--- src/core_pkg.sv ---
package core_pkg;

	// ##################################################
	// widths and basic types.
	// ##################################################

	parameter int xlen = 64;

	typedef logic [xlen-1:0] word_t;
	typedef logic [4:0]      creg_addr_t;

	parameter logic [6:0] op_imm = 7'b001_0011; // ADDI, XORI, ORI, ANDI.
	parameter logic [6:0] op_reg = 7'b011_0011; // ADD, SUB, AND, OR, XOR.
	parameter logic [6:0] op_lui = 7'b011_0111;

	typedef struct packed {
		logic  valid;
		word_t addr;
	} ibus_req_t;

	typedef struct packed {
		logic        data_ok;
		logic [31:0] data;
	} ibus_resp_t;

	// ##################################################
	// control and stage payloads.
	// ##################################################

	typedef enum logic [2:0] {
		alu_add,
		alu_sub,
		alu_and,
		alu_or,
		alu_xor,
		alu_pass_b
	} alu_op_t;

	typedef struct packed {
		logic    reg_write;
		logic    is_imm;
		alu_op_t alu_op;
	} ctl_t;

	typedef struct packed {
		logic        valid;
		word_t       pc;
		logic [31:0] raw_instr;
	} fetch_data_t;

	typedef struct packed {
		logic        valid;
		word_t       pc;
		logic [31:0] raw_instr;
		ctl_t        ctl;
		creg_addr_t  dst;
		creg_addr_t  rs1;
		creg_addr_t  rs2;
		word_t       srca;
		word_t       srcb;
		word_t       imm;
	} decode_data_t;

	// the memory stage reuses this payload unchanged.
	typedef struct packed {
		logic        valid;
		word_t       pc;
		logic [31:0] raw_instr;
		ctl_t        ctl;
		creg_addr_t  dst;
		word_t       aluout;
	} exec_data_t;

	typedef struct packed {
		creg_addr_t dst;
		word_t      data;
		logic       enable;
	} fwd_data_t;

	typedef struct packed {
		logic        valid;
		word_t       pc;
		logic [31:0] instr;
		logic        wen;
		creg_addr_t  wdest;
		word_t       wdata;
	} commit_t;

endpackage
--- src/fetch_unit.sv ---
`timescale 1ns/1ps

module fetch_unit #(
	parameter core_pkg::word_t RESET_PC = 64'h8000_0000
) (
	input  logic                  clk,
	input  logic                  reset,
	input  logic                  stall,
	output core_pkg::ibus_req_t   ireq,
	input  core_pkg::ibus_resp_t  iresp,
	output core_pkg::fetch_data_t data
);
	import core_pkg::*;

	word_t pc;

	always_ff @(posedge clk) begin
		if (reset) begin
			pc <= RESET_PC;
		end else if (!stall) begin
			pc <= pc + 64'd4; // no branches, so the next PC is always sequential.
		end
	end

	assign ireq.valid = !reset;
	assign ireq.addr  = pc; // held until data_ok because the PC only moves without stall.

	assign data.valid     = iresp.data_ok;
	assign data.pc        = pc;
	assign data.raw_instr = iresp.data;

endmodule

--- config.mk ---
export PLATFORM = sky130hd
export DESIGN_NAME = fetch_unit
export DESIGN_NICKNAME = d
export VERILOG_FILES = /design/src/core_pkg.sv /design/src/fetch_unit.sv
export SDC_FILE = /design/constraint.sdc
export NUM_CORES = 1
export LEC_CHECK = 0
export BUFFER_PORTS_ARGS = -buffer_cell sky130_fd_sc_hd__buf_2
export CORE_UTILIZATION = 32
export CTS_BUF_LIST = sky130_fd_sc_hd__clkbuf_8
export DETAILED_ROUTE_END_ITERATION = 16
export PLACE_DENSITY = 0.68
export SETUP_SLACK_MARGIN = 0.2
export SLEW_MARGIN = 20
export SYNTH_ARGS = -nofsm -noshare
export SYNTH_HDL_FRONTEND = slang
export SYNTH_SLANG_ARGS = --single-unit
--- constraint.sdc ---
create_clock -name clk -period 2.9 [get_ports clk]
set_input_delay 0.29 -clock clk [delete_from_list [all_inputs] [get_ports clk]]
set_output_delay 0.29 -clock clk [all_outputs]
set_load 0.05 [all_outputs]
# Word level (Yosys, flattened, before mapping)
# Index checks and enable logic that the tools add are counted.
# word_totals
register_bits	64
inputBits	36
out_inout_bits	162
elab_cells	3
# op_classes
n_addsub	1
reduce_logical	1
# op_table
cell	count
64-bit by 3-bit adder with 64-bit output (second input constant)	1
1-bit logical NOT	1

# Longest topological paths before layout
# logic_depth
depth_word	1
ltp_mapped	8
depth_no_buf	6

# Worst setup path before layout
# Ideal clock, no wire load.
# synth_path
path_type	flip-flop to flip-flop
startpoint	register pc[9]
endpoint	register pc[51]
setup_time_ps	132
arrival_ps	2227
required_ps	2768
setup_slack_ps	540
stages_incl_launch_ff	8
n_path_buf	2
synth_period_minus_slack_ps	2360
path_cell_list	dfxtp_1 > nand4_2 > nor4_4 > nand2_1 > clkbuf_1 > clkbuf_1 > o31ai_1 > a21oi_1
# synth_between
elab_chain_cells	1
# synth_rtl
element	line	text
start, declared	fetch_unit.sv:15	word_t pc;
start signal, assigned	fetch_unit.sv:21	pc <= pc + 64'd4;
64-bit by 3-bit adder with 64-bit output	fetch_unit.sv:21	
# Every way passes these cells.
# A chain may end at the register's enable or synchronous reset.

# Final worst setup path
# layout_path
startpoint	register pc[10]
endpoint	register pc[49]
# Same word-level chain as after synthesis.

==> flow_summary.json <==
{
  "status": "finished clean",
  "cp-startpoint": "pc[10]",
  "p_sw_frac": 0.235,
  "postLayoutCoreUtil": 0.354,
  "power_density_nw_per_um2": 414,
  "cts.repair_timing.setup_buffer_count": 0,
  "finalCritPeriodShare": 0.812,
  "drc": 0,
  "start_util": 0.332,
  "largest_register_ffs": 62,
  "grt_use_total": 0.150,
  "rsz0062_at_grt": "no",
  "gp_congestion": 0.739,
  "syn-instance-count": 441,
  "grt-ovfl-total": 0,
  "synthArstFlopShare": 0,
  "peakVddDrop_v": 0.000187,
  "vias": 3131,
  "arrival_ns": 2.62,
  "rows": 38,
  "cts_buffers": 9,
  "regToRegEndpoint": "pc[49]",
  "switchingPower_mw": 0.378,
  "min_period_ns": 2.35,
  "syn2layout_area_growth_pct": 6.87,
  "firstDrtPassIters": 4,
  "synth_area_sq_um": 3640,
  "rrSetupSlack_ns": 0.55,
  "avgSynthCellArea_sq_um": 8.26,
  "fill_cells": 1154,
  "seq_area_frac_synth": 0.341,
  "synth_warnings": 0,
  "worst-path-max-fanout": 15,
  "ys_types": 32,
  "die_w_um": 109,
  "p_int_mw": 1.23,
  "core_sq_um": 11000,
  "r2r_cells": 6,
  "die_h_um": 109,
  "crit_path_end": "pc[49]",
  "ios": 198,
  "grt_start_max_net_pins": 36,
  "hold_viol_final": 0,
  "dieArea_sq_um": 11800,
  "clock_skew_ns": 0.0108,
  "cts_buffer_depth": 2,
  "cts_tree": "yes",
  "grt_pass1_vias": 2753,
  "max_slew_margin": 0.493,
  "wl_um": 8510,
  "clk_pin_slew_ns": 0.07,
  "cts_resized": 0,
  "comb_power_share": 0.042,
  "ys_ff_latch": 62,
  "fmax_mhz": 425,
  "crit_type": "reg2reg",
  "hold_slack_ns": 0.262,
  "required_ns": 3.16,
  "start_kind": "flip-flop",
  "fin_nets": 512,
  "ctsHoldBuffers": 0,
  "seq_power_share": 0.533,
  "multi_input_area_sq_um": 1550,
  "drive_gt1_frac": 0.328,
  "synth_edf_count": 0,
  "slew_violations": 0,
  "end_kind": "flip-flop",
  "dpl.hpwl_um": 6310,
  "yosys_most_used_dff": "dfxtp_1",
  "pre_cts_ws_ns": 0.561,
  "reg.largest.list": "pc: 62 flops",
  "htree_num_levels": 3,
  "worst_pin_slew_ns": 0.754,
  "total_power_mw": 1.61,
  "leakage_nw": 1.73,
  "wl_per_cell_um": 13.8,
  "hold_class": "in2reg",
  "clock_latency_ns": 0.34,
  "vias_per_cell": 5.07,
  "dpl_cell_area_sq_um": 3720,
  "diodes": 0,
  "p_clk_frac": 0.425,
  "largest-register": "pc",
  "area.sequential_sq_um": 1240,
  "ctsRootBufferMaster": "clkbuf_8",
  "clkSinkCount": 62,
  "setup_slack_ns": 0.546,
  "finalSetupViolations": 0,
  "grt_pass1_wl_um": 13800,
  "maxCapViolCount": 0,
  "drt-initial-drc-count": 103,
  "worstReg2RegStart": "pc[10]",
  "place_inst": 604,
  "io_buffers": 127,
  "antenna_found_initial": 0,
  "design_area_sq_um": 3890,
  "final_cells": 618,
  "tns_ns": 0,
  "ant_nets": 0
}
-- final cells by class --
| class | count | area share |
|---|---|---|
| sequential | 62 | 0.319 |
| clock inverter | 2 | 0.00225 |
| clock buffer | 12 | 0.0424 |
| tap | 140 | 0.0450 |
| inverter | 16 | 0.0154 |
| timing repair buffer | 135 | 0.179 |
| multi-input combinational | 251 | 0.397 |
-- cell usage after synthesis, types with 6 or more instances --
| library cell | count | share of area |
|---|---|---|
| xnor2_1 | 12 | 0.029 |
| buf_4 | 99 | 0.20 |
| or3_1 | 12 | 0.021 |
| clkbuf_1 | 14 | 0.014 |
| and3_1 | 6 | 0.010 |
| nand3_1 | 19 | 0.026 |
| nand4_1 | 16 | 0.027 |
| nand2_1 | 18 | 0.019 |
| a21oi_1 | 32 | 0.044 |
| o21ai_0 | 13 | 0.018 |
| or4_1 | 21 | 0.043 |
| dfxtp_1 | 62 | 0.34 |
| nor2_1 | 37 | 0.038 |
| xor2_1 | 17 | 0.041 |
| o31ai_1 | 19 | 0.039 |
| inv_1 | 16 | 0.016 |
-- cell families after synthesis --
logic type	Yosys count	share of synthesized area
AOI/OAI and AO/OA	64	0.101
adders and majority gates	1	0.00343
xor gates and xnor gates	29	0.0697
DFF	62	0.341
other	1	0.00103
and+or+nand+nor	152	0.244
muxes	1	0.00275
buffers and inverters	131	0.238
-- worst max-delay path: stages (launching register included) --
cell and delay [ns]:
dfxtp_1 0.43, nand4_2 0.29, nor4_4 0.42, nand2_1 0.26, buf_4 0.25, or4_1 0.47, a21oi_1 0.15
-- metal layers --
metal  part of all wire  GRT usage  wire length [um]
met3              0.060     0.0436               508
met5                  0          0                 0
met2               0.48      0.244              4060
met1               0.44      0.184              3740
met4              0.024     0.0618               201
-- power groups by stage --
| stage | combinational, mW | clock [mW] | sequential, mW |
|---|---|---|---|
| floorplan | 0.173 | 0 | 0.887 |
| global placement | 0.0670 | 0 | 0.877 |
| detailed placement | 0.0676 | 0 | 0.878 |
| CTS | 0.0677 | 0.703 | 0.859 |
| global route | 0.0707 | 0.739 | 0.859 |
| finish | 0.0672 | 0.685 | 0.859 |
-- cell usage in the layout (no fill, tap or decap) --
cell type	Yosys	layout
clkinv_2	0	1
or4_1	21	21
buf_2	2	127
a21oi_1	32	32
nor4_1	2	2
nand4_1	16	16
nand4_2	2	2
nand3b_1	1	1
nor2_1	37	37
nor4_4	2	2
conb_1	1	4
nor4_2	1	1
and3_1	6	6
or3_1	12	12
and4_1	4	4
buf_4	99	8
nand3_1	19	19
nor2b_1	1	1
mux2i_1	1	1
clkbuf_8	0	12
and3b_1	1	1
dfxtp_1	62	62
nand4b_1	1	1
xor2_1	17	17
nor3_1	4	4
xnor2_1	12	12
o21ai_0	13	13
o31ai_1	19	19
or2_2	1	1
nand3_2	3	3
inv_1	16	17
nand2_1	18	18
ha_1	1	1
-- how the worst min path moves through the flow --
stage | endpoint | slack (ns) | cells after the start | startpoint
after CTS | pc[2] | 0.25 | 3 | stall
final | pc[2] | 0.26 | 3 | stall
after global routing | pc[2] | 0.27 | 2 | reset
after detailed placement | pc[62] | 0.51 | 2 | pc[62]
after global placement | pc[46] | 0.49 | 2 | pc[46]
after floorplan | pc[2] | 0.43 | 2 | stall
No activity file was read; power rests on OpenSTA's default activity.
