--- src/core_pkg.sv ---
package core_pkg;

	// ##################################################
	// widths and basic types.
	// ##################################################

	parameter int xlen = 64;

	typedef logic [xlen-1:0] word_t;
	typedef logic [4:0]      creg_addr_t;

	parameter logic [6:0] op_imm = 7'b001_0011; // ADDI, XORI, ORI, ANDI.
	parameter logic [6:0] op_reg = 7'b011_0011; // ADD, SUB, AND, OR, XOR.
	parameter logic [6:0] op_lui = 7'b011_0111;

	typedef struct packed {
		logic  valid;
		word_t addr;
	} ibus_req_t;

	typedef struct packed {
		logic        data_ok;
		logic [31:0] data;
	} ibus_resp_t;

	// ##################################################
	// control and stage payloads.
	// ##################################################

	typedef enum logic [2:0] {
		alu_add,
		alu_sub,
		alu_and,
		alu_or,
		alu_xor,
		alu_pass_b
	} alu_op_t;

	typedef struct packed {
		logic    reg_write;
		logic    is_imm;
		alu_op_t alu_op;
	} ctl_t;

	typedef struct packed {
		logic        valid;
		word_t       pc;
		logic [31:0] raw_instr;
	} fetch_data_t;

	typedef struct packed {
		logic        valid;
		word_t       pc;
		logic [31:0] raw_instr;
		ctl_t        ctl;
		creg_addr_t  dst;
		creg_addr_t  rs1;
		creg_addr_t  rs2;
		word_t       srca;
		word_t       srcb;
		word_t       imm;
	} decode_data_t;

	// the memory stage reuses this payload unchanged.
	typedef struct packed {
		logic        valid;
		word_t       pc;
		logic [31:0] raw_instr;
		ctl_t        ctl;
		creg_addr_t  dst;
		word_t       aluout;
	} exec_data_t;

	typedef struct packed {
		creg_addr_t dst;
		word_t      data;
		logic       enable;
	} fwd_data_t;

	typedef struct packed {
		logic        valid;
		word_t       pc;
		logic [31:0] instr;
		logic        wen;
		creg_addr_t  wdest;
		word_t       wdata;
	} commit_t;

endpackage
--- src/forwarding.sv ---
`timescale 1ns/1ps

module forwarding (
	input  core_pkg::fwd_data_t    ex_fwd,
	input  core_pkg::fwd_data_t    mem_fwd,
	input  core_pkg::decode_data_t dataD,
	output core_pkg::word_t        alusrca,
	output core_pkg::word_t        alusrcb
);
	import core_pkg::*;

	word_t fwd_b;

	// the younger result in EX/MEM wins over MEM/WB.
	function automatic word_t select_src(input creg_addr_t rs, input word_t regval,
		input fwd_data_t ex, input fwd_data_t mem);
		word_t val;
		if (ex.enable && ex.dst == rs && rs != '0) begin
			val = ex.data;
		end else if (mem.enable && mem.dst == rs && rs != '0) begin
			val = mem.data;
		end else begin
			val = regval;
		end
		return val;
	endfunction

	assign alusrca = select_src(dataD.rs1, dataD.srca, ex_fwd, mem_fwd);
	assign fwd_b   = select_src(dataD.rs2, dataD.srcb, ex_fwd, mem_fwd);
	assign alusrcb = dataD.ctl.is_imm ? dataD.imm : fwd_b;

endmodule

--- config.mk ---
export PLATFORM = sky130hd
export DESIGN_NAME = forwarding
export DESIGN_NICKNAME = d
export VERILOG_FILES = /design/src/core_pkg.sv /design/src/forwarding.sv
export SDC_FILE = /design/constraint.sdc
export NUM_CORES = 1
export LEC_CHECK = 0
export BUFFER_PORTS_ARGS = -buffer_cell sky130_fd_sc_hd__buf_2
export CAP_MARGIN = 25
export CORE_AREA = 2 2 222 224
export DETAILED_ROUTE_END_ITERATION = 8
export DIE_AREA = 0 0 224 226
export PLACE_DENSITY = 0.3
export SLEW_MARGIN = 20
export SYNTH_ARGS = -nofsm -noshare
export SYNTH_HDL_FRONTEND = slang
export SYNTH_SLANG_ARGS = --single-unit
--- constraint.sdc ---
create_clock -name vclk -period 2.78
set_input_delay 0.695 -clock vclk [all_inputs]
set_output_delay 0.695 -clock vclk [all_outputs]
set_load 0.1 [all_outputs]
Yosys cells after proc, flatten, opt, wreduce, memory -nomap -nowiden
Index checks and enable logic that the tools add are counted.
- multiplexer cells: 5
- add/subtract/negate cells: 0
- eq/ne operators: 4
- div/mod/pow operators: 0
- shift operators: 0
- bitwise logic cells: 0
- reductions and logical operators: 10
- order comparisons: 0
- multiply operators: 0
- operators with widths (operator ; count):
    2-to-1 mux 64 bit ; 5
    equality test 5 bit ; 4
    nonzero test 5 bit ; 2
    logical AND 1 bit ; 8
- input port bits: 449
- memory bits (writable): 0
- ROM bits: 0
- memories kept: 0
- latch bits: 0
- flip-flop bits (word level): 0
- output and inout bits: 128
- logic and storage cells: 19

Longest topological paths before layout
- depth in word-level cells: 6
- mapped depth: 6
- depth with buffers taken out: 4

Least setup slack after synthesis
Ideal clock, no wire load.
- path kind: input to output
- start point: input port dataD[193] (netlist name)
- end point: output port alusrcb[17]
- path slack: -1265 ps
- path buffers: 1
- stages on the path: 5
- arrival: 3350 ps
- data required time: 2085 ps
- path through: or4_4 -> o211ai_4 -> buf_2 -> o21ai_0 -> a31oi_1
- word-level cells in the longest chain between the ends: 6
- elaborated cells on any way between the ends: 10
- those cells by class: 2 x eq/ne; 3 x mux; 5 x reduce/logical
- RTL lines (element ; RTL line ; RTL):
    start, declared ; forwarding.sv:6 ; input core_pkg::decode_data_t dataD,
    equality test 5 bit ; forwarding.sv:20 ; end else if (mem.enable && mem.dst == rs && rs != '0) begin
    logical AND 1 bit (2 in series) ; forwarding.sv:20 ;
    2-to-1 mux 64 bit ; forwarding.sv:20 ;
    2-to-1 mux 64 bit (*) ; forwarding.sv:18 ; if (ex.enable && ex.dst == rs && rs != '0) begin
    2-to-1 mux 64 bit (*) ; forwarding.sv:30 ; assign alusrcb = dataD.ctl.is_imm ? dataD.imm : fwd_b;
    end, declared ; forwarding.sv:8 ; output core_pkg::word_t alusrcb
Mark *: on every way between the ends. The rest lies on a longest branch, timed or not.

Worst setup path in the final report
- start point: input port dataD[194] (netlist name)
- end point: output port alusrcb[10]
The elaborated chain is that of the path after synthesis.

==> flow_summary.toml <==
[setup_path]
critPathMaxFanout = 8
crit_type = "input port to output pin"
slowest_stage = "or4_4"
cp_cell_sequence = "buf_6 > or4_4 > o211ai_4 > buf_12 > o21ba_4 > buf_12 > buf_16 > buf_6 > a31oi_4 > buf_12"
path_common_cell = "buf_12"
worst-path-buf-inv = 6
end_kind = "output pin"
arrival_ps = 2620
cpPeakStageDelay_ps = 570
critPathLaunchType = "input port"
cp_top_family = "buffers and inverters"
required_ps = 2090

[timing]
setup_violations = 128
fmax_ghz = 0.302
period_needed_ps = 3310
report.final.slew_viol_count = 0
tightest_slew_ps = 643
slew_headroom_pct = 56.5
period_share_pct = 119
worst_slack_ps = -532
hold_viol = 0
grt_setup_unrepaired = "yes"

[logic_synthesis]
seq_area_frac_synth_pct = 0
syn_nets = 1169
syn_inst = 720
yosysUniqueCellTypes = 22
synth_area_um2 = 4270
synth_warnings = 0
syn_area_per_cell_um2 = 5.93

[placement]
place_ws_ps = -745
dp_hpwl_um = 36100
place.port_buffers = 471
place_congestion = 0.850
post_dp_cell_area_um2 = 11500

[detailed_routing]
ant_nets = 0
wl_per_cell_um = 24.3
vias_per_cell = 4.56
routed_wirelength_um = 46200
vias = 8677
initialDrtViolationCount = 452
drc = 0
firstDrtPassIters = 5

[layout]
design_area_um2 = 14100
clkbuf_count = 0
syn_to_final_growth_pct = 230
seq_area_um2 = 0
drive_gt1_share_pct = 69.8
fillers = 5077
nets = 1729
n_sequential_cell = 0

[grt]
antenna_found_initial = 14
grt_max_degree = 57
grt_pass1_wl_um = 63500
grt_pass1_vias = 9163
groute.usage.overall_pct = 16.9
globalRouteOverflowTotal = 0

[pwr]
p_comb_share_pct = 100.0
leakagePower_uw = 0.00529
power.density_nw_per_um2 = 270
internal-power_uw = 1520
p_sw_uw = 2300
seqPwrFrac_pct = 0
total_power_uw = 3820
netSwitchingFraction_pct = 60.3
ir_worst_vdd_uv = 144
pwr-share-clk_pct = 0

[hold_path]
min-delay-start = "dataD[154]"
holdPathStages = 4
hp-class = "input port to output pin"
min_to = "alusrca[26]"

[floorplan]
core_area_um2 = 48300
die_height_um = 226
die_w_um = 224
start_util_pct = 8.84
io_pins = 577
rows = 81
die-area_um2 = 50600

[flow_run]
maxCapViolations = 0

[status]
failed_checks = "negative setup slack"
outcome = "complete, but fails checks"
-- area by class of cell --
class	count	area, um2	share of cell area (%)
well taps	622	778	5.52
multi-input cells	612	6320	44.8
diodes	4	10.0	0.0709
repair buffers	666	7000	49.6
-- tightest hold or removal path, delay by kind of cell --
family	cells	cell delay, ps
buffers and inverters	2	270
AOI/OAI and AO/OA	2	160
-- cell usage in the layout (no fill, tap or decap) --
cell type | Yosys | routed
and4_2 | 0 | 2
xnor2_2 | 0 | 3
clkbuf_16 | 0 | 7
diode_2 | 0 | 4
buf_6 | 13 | 31
nand3_2 | 0 | 6
nor3_4 | 0 | 5
nand2b_1 | 64 | 64
o211ai_4 | 2 | 4
nand3_1 | 128 | 122
buf_8 | 0 | 16
o41ai_4 | 0 | 8
nor3_2 | 0 | 11
o21ai_1 | 27 | 79
or4_4 | 2 | 2
nand4_1 | 4 | 4
buf_16 | 0 | 10
xnor2_1 | 20 | 17
o211a_4 | 0 | 2
buf_4 | 2 | 81
nor3_1 | 64 | 48
o21ai_2 | 0 | 23
o21ai_4 | 0 | 5
or2_4 | 0 | 1
buf_2 | 42 | 338
o21ai_0 | 101 | 21
o41ai_2 | 0 | 25
a31oi_4 | 0 | 128
o21ba_4 | 0 | 1
o41ai_1 | 64 | 31
buf_12 | 0 | 183
-- worst max-delay path by stage --
stage                     startpoint     endpoint  slack (ps)  depth (start not counted)
after floorplan           dataD[193]  alusrcb[17]        -760                          5
after global placement    dataD[193]  alusrcb[41]        -740                          7
after detailed placement  dataD[193]  alusrcb[41]        -750                          7
after CTS                 dataD[194]  alusrcb[10]        -590                         10
after global routing      dataD[194]  alusrcb[10]        -590                         10
final                     dataD[194]  alusrcb[10]        -530                         10
-- timing repair --
action	4_1_cts	5_1_grt
pin swaps	44	21
gates cloned	7	9
endpoints found under the hold margin	0	0
gates resized for setup	432	87
hold buffers	0	0
endpoints found under the setup margin	128	128
setup buffers	27	12
-- cell families after synthesis --
family	Yosys count	share of synthesized area, %
AO/OA/AOI/OAI	327	49.1
AND/OR/NAND/NOR	265	33.5
buffers and inverters	108	13.2
XOR/XNOR	20	4.10
-- cells in the mapped netlist, drive strengths merged (2+ instances only) --
cell type	count	area share (%)
a31oi	128	19
and4	2	0.41
buf	59	8.9
clkbuf	49	4.4
nand2b	64	9.4
nand3	128	15
nand4	4	0.59
nor3	64	7.5
o211a	2	0.47
o211ai	4	1.6
o21ai	128	15
o41ai	64	13
or4	2	0.53
xnor2	20	4.1
-- stage by stage --
stage | hold WS [ps] | cells | utilization (%) | TNS (ps)
2_1_floorplan | 1710 | 720 | - | -51060
3_3_place_gp | 1820 | 1851 | 23.8 | -75430
3_5_place_dp | 1820 | 1851 | 23.8 | -75940
4_1_cts | 1820 | 1885 | 28.0 | -62260
5_1_grt | 1830 | 1901 | 29.2 | -65180
6_report | 1820 | 1904 | 29.2 | -58480
-- power by group through the flow --
stage / combinational [uW] / sequential (uW) / clock, uW
after detailed placement: 3180 / 0 / 0
final: 3820 / 0 / 0.000193
after global placement: 3190 / 0 / 0
after floorplan: 1990 / 0 / 0
after global routing: 3940 / 0 / 0.0000481
after CTS: 3710 / 0 / 0
-- layer usage --
metal	track usage (%)	vias to the layer above	wire length (um)
met5	0	-	93
met4	2.62	14	784
met3	3.84	48	3390
met2	30.3	358	22700
met1	20.8	4231	19300
li1	-	4026	-
(Power assumes the default switching activity.)
