[src/core_pkg.sv]
package core_pkg;

	// ##################################################
	// widths and basic types.
	// ##################################################

	parameter int xlen = 64;

	typedef logic [xlen-1:0] word_t;
	typedef logic [4:0]      creg_addr_t;

	parameter logic [6:0] op_imm = 7'b001_0011; // ADDI, XORI, ORI, ANDI.
	parameter logic [6:0] op_reg = 7'b011_0011; // ADD, SUB, AND, OR, XOR.
	parameter logic [6:0] op_lui = 7'b011_0111;

	typedef struct packed {
		logic  valid;
		word_t addr;
	} ibus_req_t;

	typedef struct packed {
		logic        data_ok;
		logic [31:0] data;
	} ibus_resp_t;

	// ##################################################
	// control and stage payloads.
	// ##################################################

	typedef enum logic [2:0] {
		alu_add,
		alu_sub,
		alu_and,
		alu_or,
		alu_xor,
		alu_pass_b
	} alu_op_t;

	typedef struct packed {
		logic    reg_write;
		logic    is_imm;
		alu_op_t alu_op;
	} ctl_t;

	typedef struct packed {
		logic        valid;
		word_t       pc;
		logic [31:0] raw_instr;
	} fetch_data_t;

	typedef struct packed {
		logic        valid;
		word_t       pc;
		logic [31:0] raw_instr;
		ctl_t        ctl;
		creg_addr_t  dst;
		creg_addr_t  rs1;
		creg_addr_t  rs2;
		word_t       srca;
		word_t       srcb;
		word_t       imm;
	} decode_data_t;

	// the memory stage reuses this payload unchanged.
	typedef struct packed {
		logic        valid;
		word_t       pc;
		logic [31:0] raw_instr;
		ctl_t        ctl;
		creg_addr_t  dst;
		word_t       aluout;
	} exec_data_t;

	typedef struct packed {
		creg_addr_t dst;
		word_t      data;
		logic       enable;
	} fwd_data_t;

	typedef struct packed {
		logic        valid;
		word_t       pc;
		logic [31:0] instr;
		logic        wen;
		creg_addr_t  wdest;
		word_t       wdata;
	} commit_t;

endpackage
[src/decode.sv]
`timescale 1ns/1ps

module decode (
	input  core_pkg::fetch_data_t  dataF,
	output core_pkg::creg_addr_t   ra1,
	output core_pkg::creg_addr_t   ra2,
	input  core_pkg::word_t        rd1,
	input  core_pkg::word_t        rd2,
	output core_pkg::decode_data_t dataD
);
	import core_pkg::*;

	logic [31:0] instr;
	logic [6:0]  opcode;
	logic [6:0]  funct7;
	logic [2:0]  funct3;
	word_t       imm_i;
	word_t       imm_u;
	ctl_t        ctl;
	logic        supported;

	assign instr  = dataF.raw_instr;
	assign opcode = instr[6:0];
	assign funct3 = instr[14:12];
	assign funct7 = instr[31:25];

	assign imm_i = {{52{instr[31]}}, instr[31:20]};
	assign imm_u = {{32{instr[31]}}, instr[31:12], 12'b0}; // RV64 sign-extends the LUI result.

	assign ra1 = instr[19:15];
	assign ra2 = instr[24:20];

	always_comb begin
		ctl       = '0;
		supported = 1'b0;
		case (opcode)
			op_imm: begin
				ctl.is_imm = 1'b1;
				supported  = 1'b1;
				case (funct3)
					3'b000:  ctl.alu_op = alu_add;
					3'b100:  ctl.alu_op = alu_xor;
					3'b110:  ctl.alu_op = alu_or;
					3'b111:  ctl.alu_op = alu_and;
					default: supported = 1'b0; // shifts and compares are not implemented.
				endcase
			end
			op_reg: begin
				supported = (funct7 == 7'b000_0000);
				case (funct3)
					3'b000: begin
						ctl.alu_op = funct7[5] ? alu_sub : alu_add;
						supported  = supported || (funct7 == 7'b010_0000);
					end
					3'b100:  ctl.alu_op = alu_xor;
					3'b110:  ctl.alu_op = alu_or;
					3'b111:  ctl.alu_op = alu_and;
					default: supported = 1'b0;
				endcase
			end
			op_lui: begin
				ctl.is_imm = 1'b1;
				ctl.alu_op = alu_pass_b;
				supported  = 1'b1;
			end
			default: supported = 1'b0;
		endcase
		ctl.reg_write = supported && dataF.valid; // anything else retires as a no-op.
	end

	assign dataD.valid     = dataF.valid;
	assign dataD.pc        = dataF.pc;
	assign dataD.raw_instr = instr;
	assign dataD.ctl       = ctl;
	assign dataD.dst       = instr[11:7];
	assign dataD.rs1       = ra1;
	assign dataD.rs2       = ra2;
	assign dataD.srca      = rd1;
	assign dataD.srcb      = rd2;
	assign dataD.imm       = (opcode == op_lui) ? imm_u : imm_i;

endmodule

[config.mk]
export PLATFORM = sky130hd
export DESIGN_NAME = decode
export DESIGN_NICKNAME = d
export VERILOG_FILES = /design/src/core_pkg.sv /design/src/decode.sv
export SDC_FILE = /design/constraint.sdc
export NUM_CORES = 1
export LEC_CHECK = 0
export BUFFER_PORTS_ARGS = -buffer_cell sky130_fd_sc_hd__buf_2
export CAP_MARGIN = 10
export CORE_AREA = 3 3 213 215
export DETAILED_ROUTE_END_ITERATION = 6
export DIE_AREA = 0 0 216 218
export REMOVE_ABC_BUFFERS = 1
export SLEW_MARGIN = 20
export SYNTH_ARGS = -nofsm -noshare
export SYNTH_HDL_FRONTEND = slang
export SYNTH_SLANG_ARGS = --single-unit
[constraint.sdc]
create_clock -name vclk -period 1.2
set_clock_uncertainty 0.05 [all_clocks]
set_input_delay 0.18 -clock vclk [all_inputs]
set_output_delay 0.18 -clock vclk [all_outputs]
set_load 0.01 [all_outputs]
Yosys cells after proc, flatten, opt, wreduce, memory -nomap -nowiden
Cells that the tools add are included.
- bits in registers: 0
- bits in latches: 0
- RAM bits: 0
- ROM bits: 0
- logic and storage cells: 23
- memories: 0
- add/sub/neg operators: 0
- multipliers: 0
- div/mod/pow operators: 0
- magnitude comparators: 0
- eq/ne operators: 7
- shift operators: 0
- multiplexer cells: 9
- bitwise operators: 0
- reductions and logical operators: 7
- operators by type and width (cell ; count):
    2-to-1 mux 31 bit ; 1
    equality test 7 x 6 -> 1 bit, second input constant ; 3
    one-hot mux 3 bit (3 select lines) ; 2
    one-hot mux 3 bit (4 select lines) ; 1
    equality test 3 bit, second input constant ; 3
    equality test 7 x 5 -> 1 bit, second input constant ; 1
    zero test 7 bit ; 1
    OR reduction 4 bit ; 1
    zero test 3 bit ; 1
    2-to-1 mux 1 bit ; 3
    one-hot mux 1 bit (3 select lines) ; 1
    OR reduction 3 bit ; 1
    one-hot mux 1 bit (2 select lines) ; 1
    OR reduction 2 bit ; 1
    logical AND 1 bit ; 1
    logical OR 1 bit ; 1

Logic depth before layout (Yosys ltp)
Gate-level depths: netlist of the first run.
- depth in word-level cells: 5
- mapped depth: 4

Worst setup path after synthesis of the first run
Ideal clock, no wire load.
- kind: input to output
- start point: input port dataF[6] (netlist name)
- end point: output port dataD[21] (netlist name)
- data arrival time: 1.049 ns
- data required time: 0.970 ns
- path slack: -0.079 ns
- cell stages on the path: 4
- cell sequence: nand4bb_4 -> o31a_1 -> buf_6 -> a21o_1
- RTL lines (element ; RTL line ; source):
    from (decl) ; decode.sv:4 ; input core_pkg::fetch_data_t dataF,
    to (decl) ; decode.sv:9 ; output core_pkg::decode_data_t dataD

==> results of run 1 <==
[worst max-delay path by stage]
stage                 end
4_1_cts         dataD[14]
3_5_place_dp   dataD[211]
6_report        dataD[14]
3_3_place_gp   dataD[211]
5_1_grt         dataD[14]
2_1_floorplan   dataD[12]
[where the power goes]
group	total, mW	leakage [nW]	switching, mW	internal (mW)
combinational	0.650	1.04	0.329	0.321
sequential	0	0	0	0
clock	0	0	0	0
[per-stage QoR]
step	setup slack [ns]	TNS [ns]	total power, mW	instances	hold WS, ns
finish	-0.321	-9.14	0.650	827	0.311
global route	-0.398	-11.19	0.702	827	0.310
CTS	-0.342	-10.24	0.629	827	0.311
detailed placement	-0.467	-11.53	0.585	825	0.311
global placement	-0.468	-11.30	0.587	825	0.311
floorplan	-0.175	-3.32	0.114	59	0.310
[cell usage after synthesis]
master / number
a21oi_1: 3
and2_1: 12
nor4_1: 1
clkbuf_1: 1
nand3_1: 3
and4bb_2: 1
o31a_1: 1
nand4bb_4: 1
a311oi_1: 1
o21ai_0: 1
nor3_4: 1
buf_6: 3
nand2_1: 3
inv_1: 2
nor2_1: 2
buf_4: 283
nor4b_1: 1
a21o_1: 19
a211oi_1: 1
or2_2: 2
nand3b_1: 1
a31oi_1: 1
nand2b_1: 2
[worst max-delay path, delay by kind of cell]
family / cells / cell delay, ns
and+or+nand+nor: 1 / 0.23
AOI/OAI and AO/OA: 2 / 0.47
buffers and inverters: 3 / 0.39
[routing by layer]
metal  GRT usage  share of wire  routed length (um)  vias to the layer above
met1      0.0786           0.13                7030                      714
met3       0.326           0.32               16900                       28
met2       0.411           0.53               28200                      601
met4      0.0225          0.013                 705                        6
met5      0.0458         0.0056                 297                        -
li1            -              -                   -                      573
[repair_timing]
action | CTS | global route
gates cloned | 1 | 0
setup buffers | 1 | 0
endpoints found under the setup margin | 36 | 36
hold buffers | 0 | 0
pin swaps | 8 | 10
resized for setup | 24 | 26
[logic make-up (layout without fill, tap and decap cells)]
family                 count (synthesis)  count (layout)  share of synthesized area
buffers and inverters                289             178                      0.842
AND/OR/NAND/NOR                       30              30                     0.0826
AO/OA/AOI/OAI                         27              27                     0.0753
[cell type report]
type	count	area [um2]	area share
repair buffers	176	1120	0.474
well taps	592	741	0.314
multi-input cells	57	492	0.209
inverters	2	7.51	0.00319
==> metrics.md, run 1 <==
| Metric | Value |
|---|---|
| Final Instance Area | about 2400 um2 |
| Crit path time final | ~1.5 ns |
| Status | complete, but fails checks |
| Hold wc startpoint | dataF[78] |
| Max-slew violations | 0 |
| Yosys warns | 0 |
| Remaining antenna violation count | 0 |
| Leak | 1.04 nW |
| Endpoint, Worst Hold | dataD[290] |
| RSZ-0062 raised after global routing | true |
| Final WS setup | -0.321 ns |
| Commonest non-fill, non-tap cell in the layout | buf_2 |
| Vias in the first global route | between 1,000 and 1,500 |
| Drt first pass iters | 4 |
| Power per Cell Area | 276 nW/um2 |
| Row count | slightly below 80 |
| DR iter-0 viols | between 100 and 150 |
| Core area | between 40,000 and 50,000 um2 |
| Distinct cells, synth | 23 |
| Drt drc | 0 |
| Critical path fanouts, max | 20 |
| Crit. End Element | output pin |
| Sequential fraction of the synthesis area | 0 |
| IO Port Bufs | around 150 |
| Worst slew margin | 0.816 |
| DR WL/cell | roughly 64 um |
| Required time of the critical path | around 0.97 ns |
| Initial Util | 0.0586 |
| P&R area growth vs syn | -8.55% |
| Final nets | 462 |
| Final setup fails | 36 |
| VDD IR max | between 100 and 150 uV |
| HP Class | input port to output pin |
| Hold-critical path depth | 0 |
| Initial antenna violation count | 1 |
| Post-Synthesis Cells | roughly 350 |
| WS Path Type | input port to output pin |
| Share of post-route cells with drive strength above 1 | 0.851 |
| CP max stage delay | just over 0.3 ns |
| Synth area leaders | buf_4 82%, a21o_1 5.5%, and2_1 2.9% |
| Seq Cell Count | 0 |
| Layout filler cell count | 5,235 |
| Synthesized area | 2580 um2 |
| Worst-path cell chain | buf_6 > nand4bb_4 > o31a_1 > buf_12 > a21o_1 > buf_2 |
| Area after DPL | around 2100 um2 |
| WL final | 53,200 um |
| Fin crit share | 1.27 |
| Slowest-stage cell, CP | o31a_1 |
| Setup crit start | dataF[6] |
| Largest net degree at the start of global routing | 21 |
| Area leader, netlist | buf_4 |
| Crit path DAT | 1.29 ns |
| Fin util | 0.0536 |
| Vias | between 1,500 and 2,000 |
| # IOs | about 540 |
| Commonest non-fill, non-tap cells in the layout | 129 x buf_2, 26 x buf_4, 19 x a21o_1 |
| Register area | 0 um2 |
| Crit start category | input port |
| GRT Util Overall | 0.214 |
| Ant diodes | 0 |
| Yosys top cell area share | 0.825 |
| Endpoints failing hold | 0 |
| Max Freq | 658 MHz |
| Total die area | roughly 47,000 um2 |
| Failing checks | setup timing |
| Global-route wire length before repair | ~56,000 um |
| Die W | 216 um |
| Die height | between 200 and 250 um |
| Least-Margin Pin Slew | between 0.2 and 0.3 ns |
| Final weighted congestion in routability-driven placement | around 1.1 |
| Gr ovfl total | 0 |
| # clk buffers | 0 |
| Drt via density | roughly 2.3 |
| Detailed Place HPWL | 51,300 um |
| Max Cap Viol | 0 |
| Syn Area/Cell | between 7 and 8 um2 |
Power figures use the tool's default switching activity.
==> run 2: changes to the inputs <==
ABC_AREA = 1   (was default)
CORE_AREA = 3 3 210 212   (was 3 3 213 215)
DIE_AREA = 0 0 213 215   (was 0 0 216 218)
==> run 2 against run 1 <==
  * The flow still finishes with violations (setup timing)
  * Wire length grew 6.2%
  * Sequential cell count is the same
  * Setup slack better by 0.17 ns
  * Critical path depth grew 1
  * Critical endpoint is now dataD[29]
==> metrics.md, run 2 <==
| Metric | Value |
|---|---|
| Remaining antenna violation count | 0 |
| Final setup fails | 36 |
| Vias in the first global route | around 1,600 |
| Most common cell in the synthesized netlist | buf_4 |
| Max-slew violations | 0 |
| Post-CTS Hold Buffers | 0 |
| Syn Area/Cell | between 6 and 7 um2 |
| CP max stage delay | 0.20 ns |
| Drt drc | 0 |
| Area after DPL | 2140 um2 |
| HP Class | input port to output pin |
| GRT Util Overall | 0.235 |
| Status | complete, but fails checks |
| Power per Cell Area | between 200 and 300 nW/um2 |
| Global-route wire length before repair | between 50,000 and 60,000 um |
| Synthesized area | 2640 um2 |
| Synth area leaders | buf_4 81%, nand2_1 4.0%, o21ai_2 4.0% |
| Largest net degree at the start of global routing | 26 |
| P&R area growth vs syn | -8.26% |
| Post-synth top cells | 283 x buf_4, 28 x nand2_1, 20 x nor2_1, 12 x inv_1, 12 x o21ai_2 |
| Row count | 75 |
| Crit start category | input port |
| Endpoints failing hold | 0 |
| Final nets | roughly 500 |
| Sequential fraction of the synthesis area | 0 |
| Distinct cells, synth | 15 |
| Initial antenna violation count | 0 |
| Die height | 215 um |
| Ant diodes | 0 |
| Required time of the critical path | slightly below 1 ns |
| WL final | 56,500 um |
| Commonest non-fill, non-tap cell in the layout | buf_2 |
| Die W | ~210 um |
| Crit path DAT | around 1.1 ns |
| Fin util | 0.0574 |
| Crit. End Element | output pin |
| Core area | 42,100 um2 |
| Yosys warns | 0 |
| Failing checks | setup timing |
| Crit path time final | 1.35 ns |
| Layout filler cell count | ~5,000 |
| VDD IR max | around 120 uV |
| Critical path fanouts, max | 12 |
| RSZ-0062 raised after global routing | true |
| # clk buffers | 0 |
| Seq Cell Count | 0 |
| Final WS setup | -0.147 ns |
| Final Instance Area | roughly 2400 um2 |
| Multi-input logic area | roughly 500 um2 |
| Worst slew margin | 0.880 |
| Worst path most repeated cell | nand2_4 |
| Register area | 0 um2 |
| Yosys top cell area share | 0.806 |
| DR iter-0 viols | ~110 |
| Drt via density | between 2 and 3 |
| DR WL/cell | 69.4 um |
| IO Port Bufs | roughly 150 |
| Initial Util | 0.0625 |
| Max Cap Viol | 0 |
| WS Path Type | input port to output pin |
| Total die area | roughly 46,000 um2 |
| Fin crit share | 1.12 |
| Gr ovfl total | 0 |
| Worst-path cell chain | buf_8 > nor3_4 > nand2_4 > nand2_4 > buf_12 > o21ai_2 > buf_2 |
| Area leader, netlist | buf_4 |
| # IOs | roughly 540 |
| Post-Synthesis Cells | approximately 380 |
| Leak | roughly 1.1 nW |
| Setup slack at placement | -0.218 ns |
| TNS Setup | -3.39 ns |
| Max Freq | 742 MHz |
| Detailed Place HPWL | 55,400 um |
| Commonest non-fill, non-tap cells in the layout | 132 x buf_2, 24 x buf_4, 20 x nand2_1 |
| Drt first pass iters | 4 |
| Least-Margin Pin Slew | 0.179 ns |
| Vias | around 2,100 |
| Share of post-route cells with drive strength above 1 | 0.829 |
| Slowest-stage cell, CP | nor3_4 |
| Final weighted congestion in routability-driven placement | slightly below 1 |
[run 2: cell count changes after synthesis, sizes merged, moves of 4 or more]
cell / before / now
nor2: 2 / 22
a21o: 19 / 0
and2: 12 / 0
o21ai: 1 / 15
nand2: 3 / 30
inv: 2 / 19
nand3: 3 / 7
[run 2: final cells by class]
type | instances | share of cell area
Multi-Input combinational cell | 75 | 0.207
Inverter | 19 | 0.0326
Timing Repair Buffer | 181 | 0.481
Tap cell | 539 | 0.279
[run 2: critical path: cells and delay by family]
kind,cells,cell delay (ns)
AOI/OAI and AO/OA,1,0.08
buffers and inverters,3,0.39
and+or+nand+nor,3,0.45
[run 2: power by group]
group          switching [mW]  leakage, nW  internal (mW)
combinational           0.370         1.10          0.303
clock                       0            0              0
sequential                  0            0              0
total                   0.370         1.10          0.303
[run 2: final timing paths]
kind | start | to | slack [ns] | depth (start not counted)
min | dataF[74] | dataD[286] | 0.31 | 0
max | dataF[3] | dataD[29] | -0.15 | 7
[run 2: kinds of logic (layout without fill, tap and decap cells)]
logic type | count (synthesis) | count (layout) | share of synthesized area
AOI/OAI and AO/OA | 15 | 15 | 0.0456
and+or+nand+nor | 60 | 60 | 0.103
buffers and inverters | 306 | 200 | 0.851
[run 2: metal layers]
layer / up-vias / GRT usage / wire (um)
met5: - / 0.0463 / 213
met4: 8 / 0.0295 / 1110
met3: 26 / 0.333 / 16900
met2: 615 / 0.502 / 33400
met1: 755 / 0.0542 / 4820
li1: 658 / - / -
[run 2: stage by stage]
step           power, mW  hold slack, ns  std cells
3_3_place_gp       0.617           0.311        809
3_5_place_dp       0.618           0.311        809
4_1_cts            0.661           0.311        810
5_1_grt            0.730           0.310        814
6_report           0.673           0.310        814
2_1_floorplan      0.124           0.310         94
[run 2: what timing repair did]
| action | CTS | global route |
|---|---|---|
| gates resized for setup | 38 | 26 |
| pin swaps | 8 | 6 |
| endpoints found under the setup margin | 35 | 52 |
| buffers inserted | 1 | 4 |
