--- config.mk ---
export PLATFORM = sky130hd
export DESIGN_NAME = execute
export DESIGN_NICKNAME = d
export VERILOG_FILES = /design/src/core_pkg.sv /design/src/execute.sv
export SDC_FILE = /design/constraint.sdc
export NUM_CORES = 1
export LEC_CHECK = 0
export BUFFER_PORTS_ARGS = -buffer_cell sky130_fd_sc_hd__clkbuf_2
export CORE_AREA = 2 2 235 237
export DETAILED_ROUTE_END_ITERATION = 7
export DIE_AREA = 0 0 237 239
export PLACE_DENSITY = 0.44
export SLEW_MARGIN = 20
export SYNTH_ARGS = -nofsm -noshare
export SYNTH_HDL_FRONTEND = slang
export SYNTH_SLANG_ARGS = --single-unit
--- constraint.sdc ---
create_clock -name vclk -period 5.9
set_input_delay 0.885 -clock vclk [all_inputs]
set_output_delay 0.885 -clock vclk [all_outputs]
set_load 0.005 [all_outputs]
--- src/core_pkg.sv ---
package core_pkg;

	// ##################################################
	// widths and basic types.
	// ##################################################

	parameter int xlen = 64;

	typedef logic [xlen-1:0] word_t;
	typedef logic [4:0]      creg_addr_t;

	parameter logic [6:0] op_imm = 7'b001_0011; // ADDI, XORI, ORI, ANDI.
	parameter logic [6:0] op_reg = 7'b011_0011; // ADD, SUB, AND, OR, XOR.
	parameter logic [6:0] op_lui = 7'b011_0111;

	typedef struct packed {
		logic  valid;
		word_t addr;
	} ibus_req_t;

	typedef struct packed {
		logic        data_ok;
		logic [31:0] data;
	} ibus_resp_t;

	// ##################################################
	// control and stage payloads.
	// ##################################################

	typedef enum logic [2:0] {
		alu_add,
		alu_sub,
		alu_and,
		alu_or,
		alu_xor,
		alu_pass_b
	} alu_op_t;

	typedef struct packed {
		logic    reg_write;
		logic    is_imm;
		alu_op_t alu_op;
	} ctl_t;

	typedef struct packed {
		logic        valid;
		word_t       pc;
		logic [31:0] raw_instr;
	} fetch_data_t;

	typedef struct packed {
		logic        valid;
		word_t       pc;
		logic [31:0] raw_instr;
		ctl_t        ctl;
		creg_addr_t  dst;
		creg_addr_t  rs1;
		creg_addr_t  rs2;
		word_t       srca;
		word_t       srcb;
		word_t       imm;
	} decode_data_t;

	// the memory stage reuses this payload unchanged.
	typedef struct packed {
		logic        valid;
		word_t       pc;
		logic [31:0] raw_instr;
		ctl_t        ctl;
		creg_addr_t  dst;
		word_t       aluout;
	} exec_data_t;

	typedef struct packed {
		creg_addr_t dst;
		word_t      data;
		logic       enable;
	} fwd_data_t;

	typedef struct packed {
		logic        valid;
		word_t       pc;
		logic [31:0] instr;
		logic        wen;
		creg_addr_t  wdest;
		word_t       wdata;
	} commit_t;

endpackage
--- src/execute.sv ---
`timescale 1ns/1ps

module execute (
	input  core_pkg::word_t        alusrca,
	input  core_pkg::word_t        alusrcb,
	input  core_pkg::decode_data_t dataD,
	output core_pkg::exec_data_t   dataE
);
	import core_pkg::*;

	word_t aluout;

	always_comb begin
		case (dataD.ctl.alu_op)
			alu_add:    aluout = alusrca + alusrcb;
			alu_sub:    aluout = alusrca - alusrcb;
			alu_and:    aluout = alusrca & alusrcb;
			alu_or:     aluout = alusrca | alusrcb;
			alu_xor:    aluout = alusrca ^ alusrcb;
			alu_pass_b: aluout = alusrcb; // LUI carries its result in the immediate.
			default:    aluout = '0;
		endcase
	end

	assign dataE.valid     = dataD.valid;
	assign dataE.pc        = dataD.pc;
	assign dataE.raw_instr = dataD.raw_instr;
	assign dataE.ctl       = dataD.ctl;
	assign dataE.dst       = dataD.dst;
	assign dataE.aluout    = aluout;

endmodule

Word level (Yosys, flattened, before mapping):

Index checks and enable logic that the tools add are counted.

* reduce and logical (&&, ||, !) cells: 1
* eq/ne operators: 5
* add/subtract/negate cells: 2
* muxes and demuxes: 1
* bitwise gates (word level): 3

Operators with widths (number)
* 64-bit case mux with 6 select lines: 1
* 64-bit adder: 1
* 64-bit AND: 1
* 64-bit OR: 1
* 64-bit subtractor: 1
* 64-bit XOR: 1
* 3-bit by 2-bit == test with 1-bit output (second input constant): 2
* 3-bit == test (second input constant): 2
* 3-bit by 1-bit == test with 1-bit output (second input constant): 1
* 3-bit zero test: 1

* register bits: 0
* output and inout bits: 171

Logic depth before layout (Yosys ltp):

Gate-level depths: netlist of the first run.

* depth after elaboration: 2
* gate-level depth with buffers: 21
* mapped depth without buffers: 20

Worst setup path after synthesis of the first run:

Ideal clock, no wire load.

* path kind: input to output
* start point: in dataD[209] in the netlist's numbering
* end point: out dataE[58] in the netlist's numbering
* stages: 18
* path slack: 449 ps
* data arrival time: 4566 ps
* buffers on the path: 3
* path through: or2_2 > buf_6 > nor2_1 > clkbuf_1 > clkbuf_1 > nor2_1 > xnor2_1 > ha_1 > nand2_1 > nor4_1 > o21ai_1 > a31oi_2 > a41oi_2 > o41ai_2 > a31o_2 > a21oi_1 > or3_1 > nand3_1

RTL lines
* start, declared: RTL line execute.sv:6 `input core_pkg::decode_data_t dataD,`
* end, declared: RTL line execute.sv:7 `output core_pkg::exec_data_t dataE`

==> results of run 1 <==
-- cells by family (layout without fill, tap and decap cells) --
logic type      after synthesis  in the layout  share of synthesized area [%]
compound gates              455            455                           30.0
simple gates                322            322                           16.5
buf+inv                     316            670                           16.8
fa+ha+maj                   193            193                           25.2
xor+xnor                    120            120                           11.0
mux                           4              4                          0.417
-- metrics by stage --
step | instance area [um2] | setup TNS, ps | hold slack, ps
after floorplan | 9600 | 0 | 1820
after global placement | 12600 | -4530 | 1770
after detailed placement | 12600 | -4160 | 1770
after CTS | 13100 | -720 | 1770
after global routing | 13700 | -1930 | 1770
final | 13700 | -6.92 | 1770
-- power by group --
group,switching (mW),internal (mW),total [mW],leakage [nW]
Combinational,0.820,0.735,1.55,6.71
Sequential,0,0,0,0
Clock,0,0,0,0
-- layer usage --
layer / track usage (%) / share of wire (%)
met1: 19.6 / 46
met5: 1.04 / 0.23
met2: 25.3 / 46
met4: 1.55 / 0.98
met3: 2.39 / 6.2
-- layout make-up --
type	count	area share, %
inverters	148	4.07
multi-input cells	1094	63.6
well taps	704	6.45
repair buffers	522	25.9
-- worst max-delay path, delay by kind of cell --
kind | cells | cell delay, ps
simple gates | 5 | 1170
buf+inv | 6 | 810
xor+xnor | 2 | 280
fa+ha+maj | 1 | 290
compound gates | 9 | 1590
-- worst max path at each step --
stage / from / to / depth (start not counted)
floorplan: dataD[209] / dataE[58] / 18
finish: alusrcb[12] / dataE[56] / 23
CTS: alusrcb[10] / dataE[61] / 23
global placement: alusrcb[0] / dataE[46] / 25
detailed placement: alusrcb[0] / dataE[46] / 25
global route: alusrcb[12] / dataE[46] / 21
-- placed cells by master, fill, tap and decap left out, drive strengths merged, types with 11 or more instances in the layout --
master,instances
nor3,15
a21o,27
nor4,11
and3,16
nand3,21
o211ai,20
inv,148
xnor2,100
a31oi,14
buf,330
xor2,20
a22oi,15
nand4,23
o21bai,16
nand2,123
a21oi,115
clkbuf,192
ha,192
o21ai,147
nor2,73
a221oi,47
-- repair_timing --
action                     4_1_cts  5_1_grt
pin swaps                       51       48
buffers inserted                21       20
setup endpoints to repair       22       24
gates resized for setup         73       90
==> results.py, run 1 <==
metrics = {
    "run": {
        "max-cap-violations": 0,
    },
    "floorplan": {
        "floorplan.initialDensity_pct": 17.7,
        "chipHeight_um": 239,
        "overall_die_area_mm2": 0.0566,
        "num_io_pins": 608,
        "std_cell_rows": 86,
        "core-area_mm2": 0.0543,
        "floorplan.die.width_um": 237,
    },
    "worst_setup_path": {
        "worst_path_required_time_ps": 5020,
        "worst_setup_path_end_kind": "output port",
        "critical_path_class": "input pin to output port",
        "cp_slowest_stage_delay_ps": 400,
        "critical_path.slowest_cell": "or3_4",
        "critical_path.startpoint_type": "input pin",
        "crit_arrival_ps": 5020,
        "worstPathMaxFanout": 4,
        "timing.critical_path.cells": "buf_6 -> or3_4 -> nor4_4 -> buf_4 -> and3_4 -> buf_12 -> and3_4 -> a31oi_4 -> xnor2_2 -> ha_1 -> a21o_1 -> a21o_1 -> a2111oi_4 -> o41ai_2 -> nor3_2 -> a21oi_4 -> a221oi_2 -> buf_4 -> buf_6 -> o21bai_1 -> xnor2_1 -> o211ai_1 -> buf_2",
    },
    "clock_network": {
        "hold_buffers": 0,
    },
    "final_layout": {
        "finalNonFillerCells": 2468,
        "final-seq-area_um2": 0,
        "nNetsFinal": 2396,
        "final_core_utilization_pct": 25.1,
        "layout-drive-gt1-share_pct": 37.1,
        "seq_cells": 0,
        "fill_cells": 6061,
        "n_antenna_cell": 0,
        "clockBufferCount": 0,
        "multiInputGateArea_mm2": 0.00869,
        "syn2layout_area_growth_pct": 42.2,
    },
    "routing": {
        "routed_wirelength_mm": 43.5,
        "firstDrtPassIters": 5,
        "antenna_left": 0,
        "drc_errors": 0,
        "detailed_route_via_count": 11327,
        "route.detailed.vias_per_inst": 4.59,
        "post_drt_wl_per_cell_um": 17.6,
        "detail_route.iter0.violations": 603,
    },
    "placed_design": {
        "io_buffer_count": 198,
        "hpwl_reported_at_the_end_of_detailed_placement_mm": 36.6,
        "globalplace.congestion": 0.879,
        "placed_cells_incl_taps": 2431,
        "detailedPlace.worstSlack_ps": -427,
    },
    "sta": {
        "layout_min_cycle_time_ps": 5910,
        "slew-limit-headroom_pct": 41.7,
        "setup_violations": 2,
        "maxClockFrequency_mhz": 169,
        "worstMarginPinSlew_ps": 872,
        "setup_repair_after_global_routing_missed_its_margin": "yes",
        "timing.final.hold_violations": 0,
        "final.period_utilization_pct": 100,
        "fin_ws_ps": -6.26,
        "slew_violations": 0,
    },
    "run_status": {
        "status": "complete, but fails checks",
        "failed_checks": "setup timing",
    },
    "min_path": {
        "min_delay_worst_endpoint": "dataE[102]",
        "holdCritPathClass": "input pin to output port",
        "worstHoldStart": "dataD[240]",
        "hold_depth": 0,
    },
    "grt": {
        "grt_overflow": 0,
        "track_usage_pct": 14.7,
        "grt_max_degree": 62,
        "grt_pass1_wl_mm": 66.1,
        "grt_pass1_vias": 11502,
        "antenna_found_initial": 1,
    },
    "logic_synthesis": {
        "yosys.area.top_type_share_pct": 25.0,
        "synth-warning-count": 0,
        "synth.most_common_cell": "ha_1",
        "syn-num-nets": 2040,
        "synth_area_per_cell_um2": 6.81,
        "synth.largest_area_cell": "ha_1",
        "yosysSeqAreaShare_pct": 0,
        "syn_inst": 1410,
        "synthTopCellsByCount": "ha_1 (192), inv_1 (148), o21ai_0 (132), nand2_1 (123), a21oi_1 (115)",
        "synth_cell_types": 72,
        "synth_area_mm2": 0.00960,
        "synth_top_cells_by_area": "ha_1 (25%), xnor2_1 (9.0%), buf_4 (8.4%), o21ai_0 (6.9%), a21oi_1 (6.0%)",
    },
    "power_and_ir_drop": {
        "power.leakage_nw": 6.71,
        "max-vdd-ir-drop_uv": 31.8,
        "power_mw": 1.55,
        "power_density_mw_per_mm2": 114,
    },
}
Note: power is estimated with default switching activity, not from simulation.
==> inputs of run 2 (changes only) <==
--- a/config.mk
+++ b/config.mk
@@ -10,6 +10,7 @@
 export DETAILED_ROUTE_END_ITERATION = 7
 export DIE_AREA = 0 0 237 239
 export PLACE_DENSITY = 0.44
+export SETUP_SLACK_MARGIN = 0.02
 export SLEW_MARGIN = 20
 export SYNTH_ARGS = -nofsm -noshare
 export SYNTH_HDL_FRONTEND = slang
==> results.py, run 2 (synthesized netlist as in run 1, its figures left out) <==
metrics = {
    "final_layout": {
        "clockBufferCount": 0,
        "fill_cells": 6060,
        "final-seq-area_um2": 0,
        "nNetsFinal": 2396,
        "most-common-layout-cells": "buf_4 (310), clkbuf_2 (191), ha_1 (187)",
        "design_area_mm2": 0.0137,
        "layout-drive-gt1-share_pct": 37.8,
        "layout_commonest_cell": "buf_4",
        "n_antenna_cell": 0,
        "syn2layout_area_growth_pct": 42.9,
        "seq_cells": 0,
    },
    "routing": {
        "drc_errors": 0,
        "firstDrtPassIters": 5,
        "detailed_route_via_count": 11381,
        "detail_route.iter0.violations": 637,
        "route.detailed.vias_per_inst": 4.61,
        "routed_wirelength_mm": 43.6,
        "antenna_left": 0,
        "post_drt_wl_per_cell_um": 17.7,
    },
    "floorplan": {
        "core-area_mm2": 0.0543,
        "chipHeight_um": 239,
        "floorplan.initialDensity_pct": 17.7,
        "floorplan.die.width_um": 237,
        "overall_die_area_mm2": 0.0566,
        "std_cell_rows": 86,
        "num_io_pins": 608,
    },
    "run": {
        "max-cap-violations": 0,
    },
    "run_status": {
        "failed_checks": "setup timing",
        "status": "complete, but fails checks",
    },
    "grt": {
        "grt_max_degree": 62,
        "track_usage_pct": 14.7,
        "grt_pass1_vias": 11497,
        "grt_pass1_wl_mm": 66.1,
        "antenna_found_initial": 1,
        "grt_overflow": 0,
    },
    "sta": {
        "setup_violations": 2,
        "setup_repair_after_global_routing_missed_its_margin": "yes",
        "holdWs_ps": 1770,
        "final.period_utilization_pct": 100,
        "slew_violations": 0,
        "maxClockFrequency_mhz": 169,
        "timing.final.hold_violations": 0,
        "worstMarginPinSlew_ps": 869,
        "fin_ws_ps": -12.4,
        "layout_min_cycle_time_ps": 5910,
        "slew-limit-headroom_pct": 41.8,
    },
    "worst_setup_path": {
        "worstPathMaxFanout": 4,
        "critical_path_class": "input pin to output port",
        "critical_path.startpoint_type": "input pin",
        "worst_path_required_time_ps": 5020,
        "worst_setup_path_end_kind": "output port",
        "crit_arrival_ps": 5030,
    },
    "power_and_ir_drop": {
        "max-vdd-ir-drop_uv": 31.8,
        "power.leakage_nw": 6.74,
        "power_density_mw_per_mm2": 114,
    },
    "placed_design": {
        "globalplace.congestion": 0.879,
        "placement.cell_area_mm2": 0.0126,
        "hpwl_reported_at_the_end_of_detailed_placement_mm": 36.6,
        "io_buffer_count": 198,
    },
    "clock_network": {
        "hold_buffers": 0,
    },
    "min_path": {
        "holdCritPathClass": "input pin to output port",
    },
}
## run 2: cell counts in the layout (fill, tap and decap cells not counted)
No cell type changed its count.
## run 2: path summary, 6_finish.rpt
kind / start / to / slack (ps) / cells past startpoint
hold / removal: dataD[240] / dataE[102] / 1770 / 0
setup / recovery: alusrcb[12] / dataE[60] / -10 / 25
## run 2: worst max-delay path, stage by stage
cell	delay, ps
buf_6	90
or3_4	400
nor4_4	130
buf_4	180
and3_4	240
buf_4	130
nand2_4	70
o41ai_4	230
xnor2_1	110
ha_1	360
nand2_2	110
nor3_4	130
buf_4	130
buf_4	90
buf_4	100
nand3_1	100
o211ai_1	150
a41oi_2	170
a21oi_4	210
a221oi_2	80
buf_4	160
o31ai_4	250
xnor2_1	130
o211ai_1	200
clkbuf_2	150
## run 2: metrics by stage
stage | power [mW] | setup WS (ps) | instances | setup TNS (ps) | util (%)
3_3_place_gp | 1.39 | -473 | 2431 | -4530 | 23.3
2_1_floorplan | 0.764 | 449 | 1410 | 0 | -
5_1_grt | 1.72 | -230 | 2468 | -1840 | 25.3
6_report | 1.56 | -12.4 | 2468 | -12.7 | 25.3
4_1_cts | 1.48 | -131 | 2451 | -777 | 24.2
3_5_place_dp | 1.40 | -427 | 2431 | -4160 | 23.3
## run 2: final cells by class
type                            instances  area [um2]  area share [%]
Inverter                              148         556            4.05
Tap cell                              704         881            6.42
Multi-Input combinational cell       1094        8760            63.8
Timing Repair Buffer                  522        3530            25.7
## run 2: what timing repair did
action,4_1_cts,5_1_grt
endpoints found under the setup margin,22,24
pin swaps,56,63
buffers inserted,24,17
gates resized for setup,79,101
## run 2: where the power goes
group / internal, mW / switching (mW)
Sequential: 0 / 0
Clock: 0 / 0
Combinational: 0.737 / 0.824
Total: 0.737 / 0.824
## run 2: layer usage
| metal | GRT usage (%) | vias up | routed length (um) | part of all wire [%] |
|---|---|---|---|---|
| met2 | 25.3 | 308 | 20200 | 46 |
| met1 | 19.6 | 5411 | 20300 | 46 |
| met5 | 1.04 | - | 101 | 0.23 |
| met3 | 2.42 | 51 | 2570 | 5.9 |
| li1 | - | 5607 | - | - |
| met4 | 1.55 | 4 | 473 | 1.1 |
==> inputs of run 3 (changes only) <==
--- a/config.mk
+++ b/config.mk
@@ -9,7 +9,7 @@
 export CORE_AREA = 2 2 235 237
 export DETAILED_ROUTE_END_ITERATION = 7
 export DIE_AREA = 0 0 237 239
-export PLACE_DENSITY = 0.44
+export PLACE_DENSITY = 0.45
 export SETUP_SLACK_MARGIN = 0.02
 export SLEW_MARGIN = 20
 export SYNTH_ARGS = -nofsm -noshare
==> constraint.sdc (replaced) <==
create_clock -name vclk -period 4.8
set_input_delay 0.72 -clock vclk [all_inputs]
set_output_delay 0.72 -clock vclk [all_outputs]
set_load 0.005 [all_outputs]
==> results.py, run 3 (synthesized netlist as in run 1, its figures left out) <==
metrics = {
    "run_status": {
        "status": "complete, but fails checks",
        "failed_checks": "setup timing",
    },
    "sta": {
        "holdWs_ps": 1440,
        "layout_min_cycle_time_ps": 5580,
        "setup_repair_after_global_routing_missed_its_margin": "yes",
        "fin_ws_ps": -779,
        "final.period_utilization_pct": 116,
        "setup_violations": 49,
        "slew-limit-headroom_pct": 44.5,
        "timing.final.hold_violations": 0,
        "slew_violations": 0,
        "final.setup.tns_ps": -20530,
        "worstMarginPinSlew_ps": 831,
        "maxClockFrequency_mhz": 179,
    },
    "worst_setup_path": {
        "worst_setup_path_end_kind": "output port",
        "worst_path_required_time_ps": 4080,
        "critical_path.slowest_cell": "a221oi_4",
        "timing.critical_path.cells": "buf_8 -> nor4_4 -> buf_4 -> and3_4 -> and3_4 -> buf_6 -> and3_4 -> a31oi_4 -> xnor2_2 -> ha_1 -> a21o_1 -> a21o_1 -> a2111oi_4 -> o41ai_2 -> a41oi_2 -> a21oi_2 -> a221oi_4 -> buf_6 -> o21bai_1 -> xnor2_1 -> o211ai_1 -> clkbuf_2",
        "cp_slowest_stage_delay_ps": 330,
        "crit_start": "alusrcb[6]",
        "cp_top_family": "compound AO/OA/AOI/OAI gates",
        "crit_arrival_ps": 4860,
        "critical_path.endpoint": "dataE[56]",
        "critical_path_buffer_and_inverter_count": 5,
        "worstPathMaxFanout": 3,
        "cp_num_cells": 22,
        "critical_path.startpoint_type": "input pin",
        "critical_path_class": "input pin to output port",
        "critical-path-top-cell-by-count": "and3_4",
    },
    "power_and_ir_drop": {
        "power.share.sequential_pct": 0,
        "power_switching_share_pct": 50.9,
        "power_density_mw_per_mm2": 145,
        "p_int_mw": 1.07,
        "power_mw": 2.18,
        "p_clk_share_pct": 0,
        "power.share.combinational_pct": 100.0,
        "max-vdd-ir-drop_uv": 47.7,
        "power.leakage_nw": 7.38,
        "p_switching_mw": 1.11,
    },
    "routing": {
        "post_drt_wl_per_cell_um": 18.0,
        "detailed_route_via_count": 11678,
        "firstDrtPassIters": 5,
        "routed_wirelength_mm": 46.0,
        "drc_errors": 0,
        "detail_route.iter0.violations": 572,
        "antenna_left": 0,
        "route.detailed.vias_per_inst": 4.56,
    },
    "final_layout": {
        "final-seq-area_um2": 0,
        "final_core_utilization_pct": 27.7,
        "clockBufferCount": 0,
        "multiInputGateArea_mm2": 0.00920,
        "fill_cells": 5965,
        "layout_commonest_cell": "buf_4",
        "layout-drive-gt1-share_pct": 43.9,
        "most-common-layout-cells": "buf_4 (364), ha_1 (187), clkbuf_2 (177)",
        "seq_cells": 0,
        "finalNonFillerCells": 2562,
        "nNetsFinal": 2488,
        "design_area_mm2": 0.0150,
        "syn2layout_area_growth_pct": 56.6,
    },
    "grt": {
        "grt_pass1_vias": 11784,
        "grt_overflow": 0,
        "grt_pass1_wl_mm": 68.9,
        "antenna_found_initial": 4,
        "grt_max_degree": 62,
        "track_usage_pct": 15.4,
    },
    "placed_design": {
        "detailedPlace.worstSlack_ps": -1210,
        "io_buffer_count": 198,
        "hpwl_reported_at_the_end_of_detailed_placement_mm": 37.7,
        "placed_cells_incl_taps": 2504,
        "globalplace.congestion": 0.876,
        "placement.cell_area_mm2": 0.0133,
    },
    "floorplan": {
        "core-area_mm2": 0.0543,
        "floorplan.die.width_um": 237,
        "std_cell_rows": 86,
        "floorplan.initialDensity_pct": 17.7,
        "chipHeight_um": 239,
        "overall_die_area_mm2": 0.0566,
        "num_io_pins": 608,
    },
    "clock_network": {
        "hold_buffers": 0,
    },
    "min_path": {
        "holdCritPathClass": "input pin to output port",
    },
    "run": {
        "max-cap-violations": 0,
    },
}
## run 3: cell count changes in the layout (fill, tap and decap cells not counted), moves of 5 or more
| cell | change |
|---|---|
| buf_6 | +41 |
| o21ai_2 | +7 |
| a21oi_2 | +14 |
| nand2_4 | +8 |
| clkbuf_2 | -14 |
| a21oi_1 | -18 |
| buf_4 | +54 |
| xnor2_1 | -7 |
| buf_2 | +9 |
| xnor2_2 | +5 |
| nand2_1 | -7 |
| o21ai_0 | -12 |
## run 3: cell type report
| class | instances | area share, % |
|---|---|---|
| multi-input combinational | 1094 | 61.1 |
| timing repair buffer | 614 | 29.3 |
| tap | 704 | 5.86 |
| antenna | 2 | 0.0333 |
| inverter | 148 | 3.69 |
## run 3: worst min-delay path by stage
stage | startpoint | to | slack, ps | depth (start not counted)
floorplan | dataD[208] | dataE[0] | 1490 | 1
finish | dataD[240] | dataE[102] | 1440 | 0
detailed placement | dataD[238] | dataE[100] | 1440 | 0
global placement | dataD[238] | dataE[100] | 1440 | 0
global route | dataD[248] | dataE[110] | 1440 | 0
CTS | dataD[238] | dataE[100] | 1440 | 0
## run 3: per-layer routing
metal | part of all wire, % | GRT usage [%]
met5 | 0.057 | 0
met4 | 0.99 | 1.63
met3 | 6.2 | 3.09
met2 | 46 | 25.9
met1 | 47 | 20.8
## run 3: power by group through the flow
stage	registers (mW)	logic, mW	clock network, mW
after floorplan	0	0.961	0
after global routing	0	2.37	0.0000000560
final	0	2.18	0.0000000561
after detailed placement	0	1.83	0
after CTS	0	2.02	0
after global placement	0	1.82	0
## run 3: what timing repair did
item,in CTS,in global routing
resized for setup,158,154
buffers inserted,31,33
pin swaps,95,75
endpoints found under the setup margin,50,51
